[config.mk]
export PLATFORM = sky130hd
export DESIGN_NAME = cache_top
export DESIGN_NICKNAME = d
export VERILOG_FILES = /design/src/cache_pkg.sv /design/src/cache_control.sv /design/src/cache_datapath.sv /design/src/cache_top.sv /design/src/cache_way.sv /design/src/lru_array.sv /design/src/mem_gap_timer.sv
export SDC_FILE = /design/constraint.sdc
export NUM_CORES = 1
export LEC_CHECK = 0
export ABC_AREA = 1
export BUFFER_PORTS_ARGS = -buffer_cell sky130_fd_sc_hd__buf_2
export CAP_MARGIN = 40
export CELL_PAD_IN_SITES_DETAIL_PLACEMENT = 1
export CELL_PAD_IN_SITES_GLOBAL_PLACEMENT = 1
export CORE_ASPECT_RATIO = 1.2
export CORE_MARGIN = 2
export CORE_UTILIZATION = 48
export CTS_CLUSTER_SIZE = 10
export DETAILED_ROUTE_END_ITERATION = 7
export PLACE_DENSITY = 0.8
export SYNTH_ARGS = -nofsm -noshare
export SYNTH_HDL_FRONTEND = slang
export SYNTH_HIERARCHICAL = 1
export SYNTH_SLANG_ARGS = --single-unit
[constraint.sdc]
create_clock -name clk -period 15.08 [get_ports clk]
set_input_delay 1.508 -clock clk [delete_from_list [all_inputs] [get_ports clk]]
set_output_delay 1.508 -clock clk [all_outputs]
set_load 0.02 [all_outputs]
[src/cache_pkg.sv]
`default_nettype none

package cache_pkg;

	// cpu word address width; each line holds exactly one word
	localparam int ADDR_BITS = 32;
	localparam int DATA_BITS = 32; // width of a cached data word

	// source of the address driven onto the memory port
	typedef enum logic [1:0] {
		addr_cpu  = 2'b00, // fill from the address the cpu asked for
		addr_way0 = 2'b01, // write-back of way 0, built from its stored tag
		addr_way1 = 2'b10  // write-back of way 1
	} memaddr_sel_t;

	// controller states, one transaction in flight at a time
	typedef enum logic [2:0] {
		idle_lookup,   // waits for cpu_req and checks both ways
		store_data,    // dirty victim goes out to memory
		store_release, // waits for mem_ack to drop after the write-back
		load_data,     // fill request at the cpu address
		load_release,  // waits for mem_ack to drop after the fill
		resp_release   // cpu_ack held high until the cpu drops cpu_req
	} cache_state_t;

endpackage : cache_pkg

`default_nettype wire

[src/cache_control.sv]
`timescale 1ns/100ps
`default_nettype none

module cache_control (
	input  logic                    clk,
	input  logic                    reset,
	input  logic                    cpu_req,
	input  logic                    cpu_we,
	input  logic                    mem_ack,
	input  logic                    gap_done,
	input  logic                    hit0,
	input  logic                    hit1,
	input  logic                    lru_out,
	input  logic                    dir0_out,
	input  logic                    dir1_out,
	output logic                    cpu_ack,
	output logic                    mem_req,
	output logic                    mem_we,
	output logic                    write0,
	output logic                    write1,
	output logic                    val_in,
	output logic                    dir_in,
	output logic                    indata_sel,
	output logic                    outdata_sel,
	output cache_pkg::memaddr_sel_t memaddr_sel,
	output logic                    lru_we,
	output logic                    lru_in
);

	cache_pkg::cache_state_t state, next_state;

	logic hit;          // the two ways never match together since a fill only replaces the victim
	logic victim_dirty; // the lru way holds a word that memory has not seen yet

	assign hit = hit0 | hit1;
	assign victim_dirty = lru_out ? dir1_out : dir0_out; // dirty implies valid

	// datapath controls and memory handshake, decoded from the current state
	always_comb
	begin
		mem_req = 1'b0;
		mem_we = 1'b0;
		write0 = 1'b0;
		write1 = 1'b0;
		val_in = 1'b0;
		dir_in = 1'b0;
		indata_sel = 1'b0; // memory read data unless a cpu write hits
		outdata_sel = 1'b0;
		memaddr_sel = cache_pkg::addr_cpu;
		lru_we = 1'b0;
		lru_in = 1'b0;

		case (state)
			cache_pkg::idle_lookup:
			begin
				if (cpu_req && hit)
				begin
					outdata_sel = hit1; // read word comes from the matching way
					if (cpu_we)
					begin
						// a write hit marks the line modified so it gets written back later
						write0 = hit0;
						write1 = hit1;
						val_in = 1'b1;
						dir_in = 1'b1;
						indata_sel = 1'b1;
					end
					lru_we = 1'b1;
					lru_in = hit0; // the way not touched becomes the next victim
				end
			end
			cache_pkg::store_data:
			begin
				outdata_sel = lru_out; // victim word goes out as mem_wdata
				memaddr_sel = lru_out ? cache_pkg::addr_way1 : cache_pkg::addr_way0;
				mem_we = 1'b1;
				mem_req = gap_done; // once up, gap_done stays high until this req falls
			end
			cache_pkg::load_data:
			begin
				memaddr_sel = cache_pkg::addr_cpu;
				mem_req = gap_done;
				if (mem_ack)
				begin
					// the fill lands in the victim on the edge that sees mem_ack, rdata is valid then
					write0 = ~lru_out;
					write1 = lru_out;
					val_in = 1'b1;
					dir_in = 1'b0; // fresh copy matches memory
				end
			end
			default:
			begin
				// release states only wait on the far side of a handshake
			end
		endcase
	end

	always_comb
	begin
		next_state = state;

		case (state)
			cache_pkg::idle_lookup:
			begin
				if (cpu_req)
				begin
					if (hit)
						next_state = cache_pkg::resp_release;
					else if (victim_dirty)
						next_state = cache_pkg::store_data;
					else
						next_state = cache_pkg::load_data;
				end
			end
			cache_pkg::store_data:
			begin
				if (mem_ack)
					next_state = cache_pkg::store_release;
			end
			cache_pkg::store_release:
			begin
				if (!mem_ack)
					next_state = cache_pkg::load_data; // fill still waits for the gap timer
			end
			cache_pkg::load_data:
			begin
				if (mem_ack)
					next_state = cache_pkg::load_release;
			end
			cache_pkg::load_release:
			begin
				if (!mem_ack)
					next_state = cache_pkg::idle_lookup; // the lookup now hits and answers the cpu
			end
			cache_pkg::resp_release:
			begin
				if (!cpu_req)
					next_state = cache_pkg::idle_lookup;
			end
			default:
			begin
				next_state = cache_pkg::idle_lookup;
			end
		endcase
	end

	always_ff @(posedge clk)
	begin
		if (reset)
		begin
			state <= cache_pkg::idle_lookup;
			cpu_ack <= 1'b0;
		end
		else
		begin
			state <= next_state;
			cpu_ack <= (next_state == cache_pkg::resp_release); // high for exactly the response phase
		end
	end

endmodule : cache_control

`default_nettype wire

[src/cache_datapath.sv]
`timescale 1ns/100ps
`default_nettype none

module cache_datapath #(
	parameter  int INDEX_BITS = 3,
	localparam int TAG_BITS = cache_pkg::ADDR_BITS - INDEX_BITS
) (
	input  logic                            clk,
	input  logic                            reset,
	input  logic [cache_pkg::ADDR_BITS-1:0] cpu_addr,
	input  logic [cache_pkg::DATA_BITS-1:0] cpu_wdata,
	input  logic [cache_pkg::DATA_BITS-1:0] mem_rdata,
	input  logic                            write0,
	input  logic                            write1,
	input  logic                            val_in,
	input  logic                            dir_in,
	input  logic                            indata_sel,
	input  logic                            outdata_sel,
	input  cache_pkg::memaddr_sel_t         memaddr_sel,
	input  logic                            lru_we,
	input  logic                            lru_in,
	input  logic                            cpu_ack,
	output logic                            hit0,
	output logic                            hit1,
	output logic                            lru_out,
	output logic                            dir0_out,
	output logic                            dir1_out,
	output logic [cache_pkg::DATA_BITS-1:0] cpu_rdata,
	output logic [cache_pkg::ADDR_BITS-1:0] mem_addr,
	output logic [cache_pkg::DATA_BITS-1:0] mem_wdata
);

	logic [INDEX_BITS-1:0]           index;
	logic [TAG_BITS-1:0]             tag;
	logic [TAG_BITS-1:0]             tag0_out, tag1_out;
	logic                            val0_out, val1_out;
	logic [cache_pkg::DATA_BITS-1:0] data0_out, data1_out;
	logic [cache_pkg::DATA_BITS-1:0] way_wdata; // shared write data for both ways
	logic [cache_pkg::DATA_BITS-1:0] out_word;

	assign index = cpu_addr[INDEX_BITS-1:0];
	assign tag = cpu_addr[cache_pkg::ADDR_BITS-1:INDEX_BITS];

	assign way_wdata = indata_sel ? cpu_wdata : mem_rdata; // cpu on write hits, memory on fills

	cache_way #(.INDEX_BITS(INDEX_BITS)) way0 (
		.clk(clk), .reset(reset), .index(index), .we(write0),
		.tag_in(tag), .val_in(val_in), .dir_in(dir_in), .data_in(way_wdata),
		.tag_out(tag0_out), .val_out(val0_out), .dir_out(dir0_out), .data_out(data0_out)
	);

	cache_way #(.INDEX_BITS(INDEX_BITS)) way1 (
		.clk(clk), .reset(reset), .index(index), .we(write1),
		.tag_in(tag), .val_in(val_in), .dir_in(dir_in), .data_in(way_wdata),
		.tag_out(tag1_out), .val_out(val1_out), .dir_out(dir1_out), .data_out(data1_out)
	);

	lru_array #(.INDEX_BITS(INDEX_BITS)) lru (
		.clk(clk), .reset(reset), .index(index), .we(lru_we), .lru_in(lru_in), .lru_out(lru_out)
	);

	assign hit0 = val0_out && (tag0_out == tag);
	assign hit1 = val1_out && (tag1_out == tag);

	// write-back addresses rebuild the victim's word address from its stored tag
	always_comb
	begin
		case (memaddr_sel)
			cache_pkg::addr_way0: mem_addr = {tag0_out, index};
			cache_pkg::addr_way1: mem_addr = {tag1_out, index};
			default:              mem_addr = cpu_addr;
		endcase
	end

	assign out_word = outdata_sel ? data1_out : data0_out;
	assign mem_wdata = out_word;

	// keeps sampling while ack is low, so the word seen on the rising edge of cpu_ack is held
	always_ff @(posedge clk)
	begin
		if (!cpu_ack)
			cpu_rdata <= out_word;
	end

endmodule : cache_datapath

`default_nettype wire

[src/cache_top.sv]
`timescale 1ns/100ps
`default_nettype none

module cache_top #(
	parameter int INDEX_BITS = 3, // eight sets by default
	parameter int GAP_CYCLES = 2  // idle cycles forced between memory requests
) (
	input  logic                            clk,
	input  logic                            reset,
	input  logic                            cpu_req,
	input  logic                            cpu_we,
	input  logic [cache_pkg::ADDR_BITS-1:0] cpu_addr,
	input  logic [cache_pkg::DATA_BITS-1:0] cpu_wdata,
	output logic                            cpu_ack,
	output logic [cache_pkg::DATA_BITS-1:0] cpu_rdata,
	output logic                            mem_req,
	output logic                            mem_we,
	output logic [cache_pkg::ADDR_BITS-1:0] mem_addr,
	output logic [cache_pkg::DATA_BITS-1:0] mem_wdata,
	input  logic                            mem_ack,
	input  logic [cache_pkg::DATA_BITS-1:0] mem_rdata
);

	logic                    gap_done;
	logic                    hit0, hit1;
	logic                    lru_out, lru_we, lru_in;
	logic                    dir0_out, dir1_out;
	logic                    write0, write1;
	logic                    val_in, dir_in;
	logic                    indata_sel, outdata_sel;
	cache_pkg::memaddr_sel_t memaddr_sel;

	cache_control u_control (
		.clk(clk), .reset(reset), .cpu_req(cpu_req), .cpu_we(cpu_we),
		.mem_ack(mem_ack), .gap_done(gap_done), .hit0(hit0), .hit1(hit1),
		.lru_out(lru_out), .dir0_out(dir0_out), .dir1_out(dir1_out),
		.cpu_ack(cpu_ack), .mem_req(mem_req), .mem_we(mem_we),
		.write0(write0), .write1(write1), .val_in(val_in), .dir_in(dir_in),
		.indata_sel(indata_sel), .outdata_sel(outdata_sel), .memaddr_sel(memaddr_sel),
		.lru_we(lru_we), .lru_in(lru_in)
	);

	// watches the request line the controller drives and spaces consecutive accesses
	mem_gap_timer #(.GAP_CYCLES(GAP_CYCLES)) u_gap_timer (
		.clk(clk), .reset(reset), .mem_req(mem_req), .gap_done(gap_done)
	);

	cache_datapath #(.INDEX_BITS(INDEX_BITS)) u_datapath (
		.clk(clk), .reset(reset), .cpu_addr(cpu_addr), .cpu_wdata(cpu_wdata),
		.mem_rdata(mem_rdata), .write0(write0), .write1(write1),
		.val_in(val_in), .dir_in(dir_in), .indata_sel(indata_sel),
		.outdata_sel(outdata_sel), .memaddr_sel(memaddr_sel),
		.lru_we(lru_we), .lru_in(lru_in), .cpu_ack(cpu_ack),
		.hit0(hit0), .hit1(hit1), .lru_out(lru_out),
		.dir0_out(dir0_out), .dir1_out(dir1_out), .cpu_rdata(cpu_rdata),
		.mem_addr(mem_addr), .mem_wdata(mem_wdata)
	);

endmodule : cache_top

`default_nettype wire

[src/cache_way.sv]
`timescale 1ns/100ps
`default_nettype none

module cache_way #(
	parameter  int INDEX_BITS = 3,
	localparam int TAG_BITS = cache_pkg::ADDR_BITS - INDEX_BITS,
	localparam int SETS = 2 ** INDEX_BITS
) (
	input  logic                           clk,
	input  logic                           reset,
	input  logic [INDEX_BITS-1:0]          index,
	input  logic                           we,
	input  logic [TAG_BITS-1:0]            tag_in,
	input  logic                           val_in,
	input  logic                           dir_in,
	input  logic [cache_pkg::DATA_BITS-1:0] data_in,
	output logic [TAG_BITS-1:0]            tag_out,
	output logic                           val_out,
	output logic                           dir_out,
	output logic [cache_pkg::DATA_BITS-1:0] data_out
);

	logic [TAG_BITS-1:0]             tag_mem [SETS];
	logic [cache_pkg::DATA_BITS-1:0] data_mem [SETS];
	logic [SETS-1:0]                 valid_bits; // one flag per set
	logic [SETS-1:0]                 dirty_bits;

	// status bits must come up empty so nothing hits or writes back garbage
	always_ff @(posedge clk)
	begin
		if (reset)
		begin
			valid_bits <= '0;
			dirty_bits <= '0;
		end
		else if (we)
		begin
			valid_bits[index] <= val_in;
			dirty_bits[index] <= dir_in;
		end
	end

	always_ff @(posedge clk)
	begin
		if (we)
		begin
			tag_mem[index] <= tag_in;
			data_mem[index] <= data_in;
		end
	end

	// reads are combinational so hit and dirty status are known in the same cycle
	assign tag_out = tag_mem[index];
	assign data_out = data_mem[index];
	assign val_out = valid_bits[index];
	assign dir_out = dirty_bits[index];

endmodule : cache_way

`default_nettype wire

[src/lru_array.sv]
`timescale 1ns/100ps
`default_nettype none

module lru_array #(
	parameter  int INDEX_BITS = 3,
	localparam int SETS = 2 ** INDEX_BITS
) (
	input  logic                  clk,
	input  logic                  reset,
	input  logic [INDEX_BITS-1:0] index,
	input  logic                  we,
	input  logic                  lru_in,
	output logic                  lru_out
);

	logic [SETS-1:0] lru_bits; // 0 means way 0 is evicted next, 1 means way 1

	always_ff @(posedge clk)
	begin
		if (reset)
			lru_bits <= '0; // empty sets fill way 0 first
		else if (we)
			lru_bits[index] <= lru_in;
	end

	assign lru_out = lru_bits[index];

endmodule : lru_array

`default_nettype wire

[src/mem_gap_timer.sv]
`timescale 1ns/100ps
`default_nettype none

module mem_gap_timer #(
	parameter int GAP_CYCLES = 2
) (
	input  logic clk,
	input  logic reset,
	input  logic mem_req,
	output logic gap_done
);

	// enough bits to hold GAP_CYCLES, and never less than one
	localparam int CNT_BITS = (GAP_CYCLES < 2) ? 1 : $clog2(GAP_CYCLES + 1);

	logic [CNT_BITS-1:0] count; // idle cycles still owed before the next request
	logic                req_q; // mem_req one cycle late, for edge detection

	always_ff @(posedge clk)
	begin
		if (reset)
		begin
			req_q <= 1'b0;
			count <= '0; // no gap owed out of reset
		end
		else
		begin
			req_q <= mem_req;
			if (req_q && !mem_req)
				count <= CNT_BITS'(GAP_CYCLES); // request just ended, start the gap
			else if (count != '0)
				count <= count - CNT_BITS'(1);
		end
	end

	assign gap_done = (count == '0);

endmodule : mem_gap_timer

`default_nettype wire

# == Word-level counts from Yosys, hierarchy flattened ==
# Memories as Yosys holds them, arrays and structs flattened.
# Cells that the tools add are included.
# totals
in_bits,101
memories,4
word_cells,101
regBits,79
output_inout_bits,99
ramBits,976
# mem_list
memory,depth,word_bits,read_ports,rd_clocked_by_memory_dff,wr,line_no,source
u_datapath.way0.data_mem,8,32,1,0,1,cache_way.sv:24,logic [cache_pkg::DATA_BITS-1:0] data_mem [SETS];
u_datapath.way1.data_mem,8,32,1,0,1,cache_way.sv:24,
u_datapath.way0.tag_mem,8,29,1,0,1,cache_way.sv:23,logic [TAG_BITS-1:0] tag_mem [SETS];
u_datapath.way1.tag_mem,8,29,1,0,1,cache_way.sv:23,
# op_classes
n_eq_ne,10
n_bitwise,2
n_reduce_logical,12
add_sub_neg,1
muxes,59
n_lt_le_gt_ge,2
# ops
operator,count
32-bit two-way mux,2
32-bit one-hot mux with 2 select lines,1
29-bit equality test,2
8-bit bitwise mux,5
1-bit two-way mux,28
3-bit two-way mux,7
3-bit one-hot mux with 6 select lines,1
1-bit binary-select mux with 3-bit select,5
2-bit two-way mux,5
"3-bit equality test, second input constant",3
1-bit one-hot mux with 2 select lines,4
"3-bit by 2-bit equality test with 1-bit output, second input constant",2
1-bit logical AND,5
"3-bit by 4-bit less-than comparator with 1-bit output, second input constant",1
2-bit nonzero test,2
2-bit OR reduction,2
1-bit demux with 3-bit select,1
"3-bit by 1-bit equality test with 1-bit output, second input constant",1
"3-bit by 1-bit >= comparator with 1-bit output, second input constant",1
3-bit zero test,1
"2-bit by 1-bit equality test with 1-bit output, second input constant",1
"2-bit equality test, second input constant",1
2-bit zero test,1
"2-bit by 1-bit subtractor with 2-bit output, second input constant",1
other kinds (3),3

# == Logic depth before layout (Yosys ltp) ==
# logic_depth
depth_word,9
depth_mapped,25
ltp_nobuf,23

# == Modules after synthesis ==
# Netlist, hierarchy kept.
# modules_own_cells
mod,area_each_um2,cells_each,instances
cache_way,21889.7,2245,2
cache_datapath,3469.6,507,1
lru_array,513.0,86,1
cache_control,377.9,63,1
mem_gap_timer,111.4,14,1

# == Worst setup path after synthesis ==
# No wires, ideal clock.
# synth_timing
kind,input -> register
startpoint,input cpu_addr[0] in the netlist's numbering
endpoint,memory u_datapath/way0/data_mem[1][0] in the netlist's numbering (enable)
path_buffers,2
setup_slack_ps,8592
setup_ps,486
arrival_ps,6002
required_ps,14594
stages,20
path_cell_list,inv_2 -> buf_2 -> clkbuf_1 -> nand2_1 -> nand3_1 -> nand2_1 -> inv_1 -> nand2_1 -> xor2_1 -> nor2_1 -> nand2_1 -> nor2_1 -> nand2_1 -> nor2_1 -> inv_1 -> nor2_2 -> nand2_1 -> o21ai_2 -> nand2_1 -> nor2_1
# synth_between
elab_chain_cells,9
word_cells_on_any_way,21
# synth_rtl
item,line_no,source
from (decl),cache_top.sv:12,"input logic [cache_pkg::ADDR_BITS-1:0] cpu_addr,"
memory 8 x 29 bit *,-,
net u_datapath.tag0_out[14],cache_datapath.sv:35,"logic [TAG_BITS-1:0] tag0_out, tag1_out;"
29-bit equality test *,cache_datapath.sv:62,assign hit0 = val0_out && (tag0_out == tag);
1-bit logical AND *,cache_datapath.sv:62,
net hit0,cache_top.sv:25,"logic hit0, hit1;"
1-bit OR,cache_control.sv:35,assign hit = hit0 | hit1;
1-bit logical AND,cache_control.sv:56,if (cpu_req && hit)
1-bit two-way mux *,cache_control.sv:56,
1-bit one-hot mux with 2 select lines *,cache_control.sv:53,case (state)
net write0,cache_top.sv:28,"logic write0, write1;"
1-bit two-way mux *,cache_way.sv:45,if (we)
1-bit two-way mux (not written as such) *,cache_way.sv:48,data_mem[index] <= data_in;
to (decl),cache_way.sv:24,
# The timed path passes the listed nets; every way through them passes the cells marked *. The select of a mux whose other input is x is not followed.

# == Worst setup path in the final report ==
# layout_timing
startpoint,input cpu_addr[0] in the netlist's numbering
endpoint,output mem_wdata[5] in the netlist's numbering
# layout_between
elab_chain_cells,8
word_cells_on_any_way,19
# layout_rtl
item,line_no,source
memory 8 x 29 bit *,-,
net u_datapath.tag1_out[25],cache_datapath.sv:35,
29-bit equality test *,cache_datapath.sv:63,assign hit1 = val1_out && (tag1_out == tag);
1-bit logical AND *,cache_datapath.sv:63,
net hit1,cache_top.sv:25,
1-bit OR,cache_control.sv:35,
1-bit logical AND,cache_control.sv:56,
1-bit two-way mux *,cache_control.sv:56,
1-bit one-hot mux with 2 select lines *,cache_control.sv:53,
net outdata_sel,cache_top.sv:30,"logic indata_sel, outdata_sel;"
32-bit two-way mux *,cache_datapath.sv:75,assign out_word = outdata_sel ? data1_out : data0_out;
to (decl),cache_top.sv:19,"output logic [cache_pkg::DATA_BITS-1:0] mem_wdata,"
# Marked as above.

==> impl_metrics.yaml <==
outcome:
  outcome: "finished clean"
setup_path:
  timing.critical_path.max_delay_family: "buffers and inverters"
  worst-endpoint-arrival_ns: 6.90
  critPathCaptureType: "output port"
  path_max_fanout: 105
  slowest_cell_on_the_critical_path: "sky130_fd_sc_hd__buf_4"
  critical_path.n_buffers_inverters: 10
  crit_path_class: "in -> out"
  worst_ep_required_time_ns: 13.57
  timing.critical_path.mode_cell: "sky130_fd_sc_hd__nand2_1"
  worstPathCellList: "buf_8, buf_4, buf_16, inv_8, buf_16, buf_4, buf_12, nand2_1, nand3_1, nand2_1, inv_1, nand2_1, nand2_1, nand2_1, nor2_1, nand2_1, nor2_1, nand2_1, nor2_1, nand2_1, o21ai_4, buf_4, mux2_2, buf_2"
  critical-path-max-stage-delay_ns: 0.58
  startpoint_types: "input pin"
routing:
  drc: 0
  routed_wire_length_per_instance_um: 21.8
  route.vias.total: 35182
  drtPass1Iterations: 6
  final_antenna_net_count: 0
  detail_route.iter0.violations: 2545
  avgViaCountPerCell: 5.24
  routed_wirelength_mm: 147
timing:
  maxClockFrequency_mhz: 119
  setup_viol_count_final: 0
  crit_path_time_final_ns: 8.41
  timing_hold_violations_final: 0
  grt_setup_unrepaired: "no"
  timing.max_slew.rel_slack: 0.373
  timing.final.max_slew_violations: 0
  clock-skew-final_ns: 0.0237
  min_period_over_period: 0.558
  timing_worst_slew_pin_value_ns: 0.939
  finalSetupTns_ns: 0
floorplan:
  start_util: 0.484
  die_w_um: 293
  die_area_um2: 103000
  fp-row-count: 127
  core_area_um2: 99800
  die-height_um: 351
  floorplan.io_pins: 200
logic_synthesis:
  yosys.area.top_type_share: 0.627
  yosys-top-cells-area: "sky130_fd_sc_hd__edfxtp_1, sky130_fd_sc_hd__nand2_1, sky130_fd_sc_hd__inv_1, sky130_fd_sc_hd__nand3_1, sky130_fd_sc_hd__dfxtp_1"
  synthesis.area_um2: 48300
  netlist.top_cell.by_area: "sky130_fd_sc_hd__edfxtp_1"
  yosysUniqueCellTypes: 35
  synth.net_count: 5263
  synth-async-reset-ratio: 0
  yosys_most_used_dff: "sky130_fd_sc_hd__edfxtp_1"
  count_of_flip_flops_with_a_built_in_enable_after_synthesis: 1008
  syn-mean-instance-area_um2: 9.35
  synthMostInstantiatedCell: "sky130_fd_sc_hd__nand2_1"
  mapped_cells: 5160
  yosys_warnings: 6
  ys_seq_area_frac: 0.647
  netlist_top_cells_count: "sky130_fd_sc_hd__nand2_1, sky130_fd_sc_hd__inv_1, sky130_fd_sc_hd__edfxtp_1"
  synth_seq_cells: 1055
place:
  gp_routability_congestion: 0.873
  place.port_buffers: 199
  dpl.hpwl_mm: 89.4
power_and_ir_drop:
  report.power.total_w: 0.00634
  power.density_nw_per_um2: 117
  p_leak_nw: 25.1
  irDropWorstVdd_mv: 0.0951
finish:
  nets: 5462
  areaGrowthSynthToFinish_pct: 12.6
  post_route_cells_drive_above_1_share: 0.0965
clocking:
  clock_root_buffer: "sky130_fd_sc_hd__clkbuf_16"
  post-cts-setup-buffer-count: 0
  clockBufferDepth: 3
  ctsHoldBuffers: 0
  post_cts_resized: 0
  worstSkewPairLatency_ns: 0.71
  cts_tree: "done"
  clkSlewWorstSetupHoldPaths_ns: 0.05
  clock_tree.htree_level_count: 3
  cts.sinks: 1055
  cts_buffers: 118
global_route:
  grt_max_degree: 106
  grt_first_pass_wirelength_mm: 221
  grt_overflow_total: 0
  grtUsageTotal: 0.284
  first_global_vias: 38208
  number_of_antenna_violations_at_the_first_check_in_global_routing: 6
run:
  max-cap-violations: 0
worst_hold_path:
  hp-class: "reg -> reg"
## routing by layer
layer / track usage / share of wire
met5: 0 / 0.000075
met1: 0.329 / 0.38
met2: 0.534 / 0.53
met4: 0.115 / 0.038
met3: 0.0307 / 0.049
## worst min-delay path: stages (launching register included)
cell	delay (ns)
sky130_fd_sc_hd__dfxtp_1	0.30
sky130_fd_sc_hd__nand2_2	0.08
sky130_fd_sc_hd__a21oi_2	0.05
## state kept, by name, indices dropped and copies added, names as in the netlist
register	cells
u_control/cpu_ack	1
u_datapath/lru/lru_bits	8
u_datapath/way1/tag_mem	232
u_gap_timer/count	2
u_datapath/way1/valid_bits	8
u_datapath/way0/valid_bits	8
u_datapath/way0/dirty_bits	8
u_gap_timer/req_q	1
u_datapath/way0/tag_mem	232
u_datapath/way1/data_mem	256
u_datapath/cpu_rdata	32
u_datapath/way0/data_mem	256
u_datapath/way1/dirty_bits	8
u_control/state	3
## path summary, 6_finish.rpt
check                                      start                             end  slack (ns)  cells past startpoint
hold reg to reg                u_gap_timer/req_q            u_gap_timer/count[1]        0.47                      2
setup reg to reg  u_datapath/way0/tag_mem[2][22]  u_datapath/way0/tag_mem[4][26]       10.43                     21
setup / recovery                     cpu_addr[0]                    mem_wdata[5]        6.67                     24
hold / removal                 u_gap_timer/req_q            u_gap_timer/count[1]        0.47                      2
## layout by cell type, fill, tap and decap left out, types with 4 or more instances in the layout
cell / count
sky130_fd_sc_hd__nand2_1: 1689
sky130_fd_sc_hd__inv_1: 1374
sky130_fd_sc_hd__edfxtp_1: 1008
sky130_fd_sc_hd__nand3_1: 509
sky130_fd_sc_hd__buf_2: 198
sky130_fd_sc_hd__nor2_1: 131
sky130_fd_sc_hd__clkbuf_16: 121
sky130_fd_sc_hd__mux2_2: 60
sky130_fd_sc_hd__clkbuf_1: 47
sky130_fd_sc_hd__dfxtp_1: 47
sky130_fd_sc_hd__buf_4: 41
sky130_fd_sc_hd__o21ai_0: 25
sky130_fd_sc_hd__nor2_4: 23
sky130_fd_sc_hd__o22ai_1: 23
sky130_fd_sc_hd__inv_2: 10
sky130_fd_sc_hd__nor2_2: 10
sky130_fd_sc_hd__o21ai_1: 10
sky130_fd_sc_hd__buf_16: 10
sky130_fd_sc_hd__buf_12: 10
sky130_fd_sc_hd__nand2_2: 9
sky130_fd_sc_hd__o21ai_2: 8
sky130_fd_sc_hd__a21oi_1: 7
sky130_fd_sc_hd__a22oi_1: 6
sky130_fd_sc_hd__clkinv_1: 5
sky130_fd_sc_hd__nor3_1: 5
sky130_fd_sc_hd__clkinv_2: 4
sky130_fd_sc_hd__mux2_1: 4
## power by group
part	switching [W]	internal [W]
logic	0.000388	0.000132
clock network	0.00113	0.00145
registers	0.00000531	0.00323
## cell families after synthesis
logic type	Yosys count	synth area share
fa+ha+maj	2	0.000519
mux	64	0.0149
simple gates	2384	0.201
xor+xnor	1	0.000182
flops	1055	0.647
compound gates	83	0.0103
buf+inv	1571	0.126
## through the flow
step | hold slack [ns] | instances | instance area, µm² | worst slack [ns] | utilization
2_1_floorplan | 0.439 | 5160 | 48300 | 8.59 | -
3_3_place_gp | 0.456 | 6509 | 50500 | 6.50 | 0.506
3_5_place_dp | 0.466 | 6529 | 51000 | 6.80 | 0.511
4_1_cts | 0.474 | 6709 | 54300 | 6.74 | 0.544
5_1_grt | 0.484 | 6711 | 54300 | 6.41 | 0.544
6_report | 0.471 | 6711 | 54300 | 6.67 | 0.544
## final cells by class
type                            instances  area (µm²)
Sequential cell                      1055       31200
Antenna cell                            2        5.00
Fill cell                           11324       45500
Clock inverter                         12         116
Timing Repair Buffer                  260        1790
Tap cell                             1290        1610
Inverter                             1390        5250
Multi-Input combinational cell       2534       11100
Clock buffer                          168        3200
No activity file was read; power rests on OpenSTA's default activity.
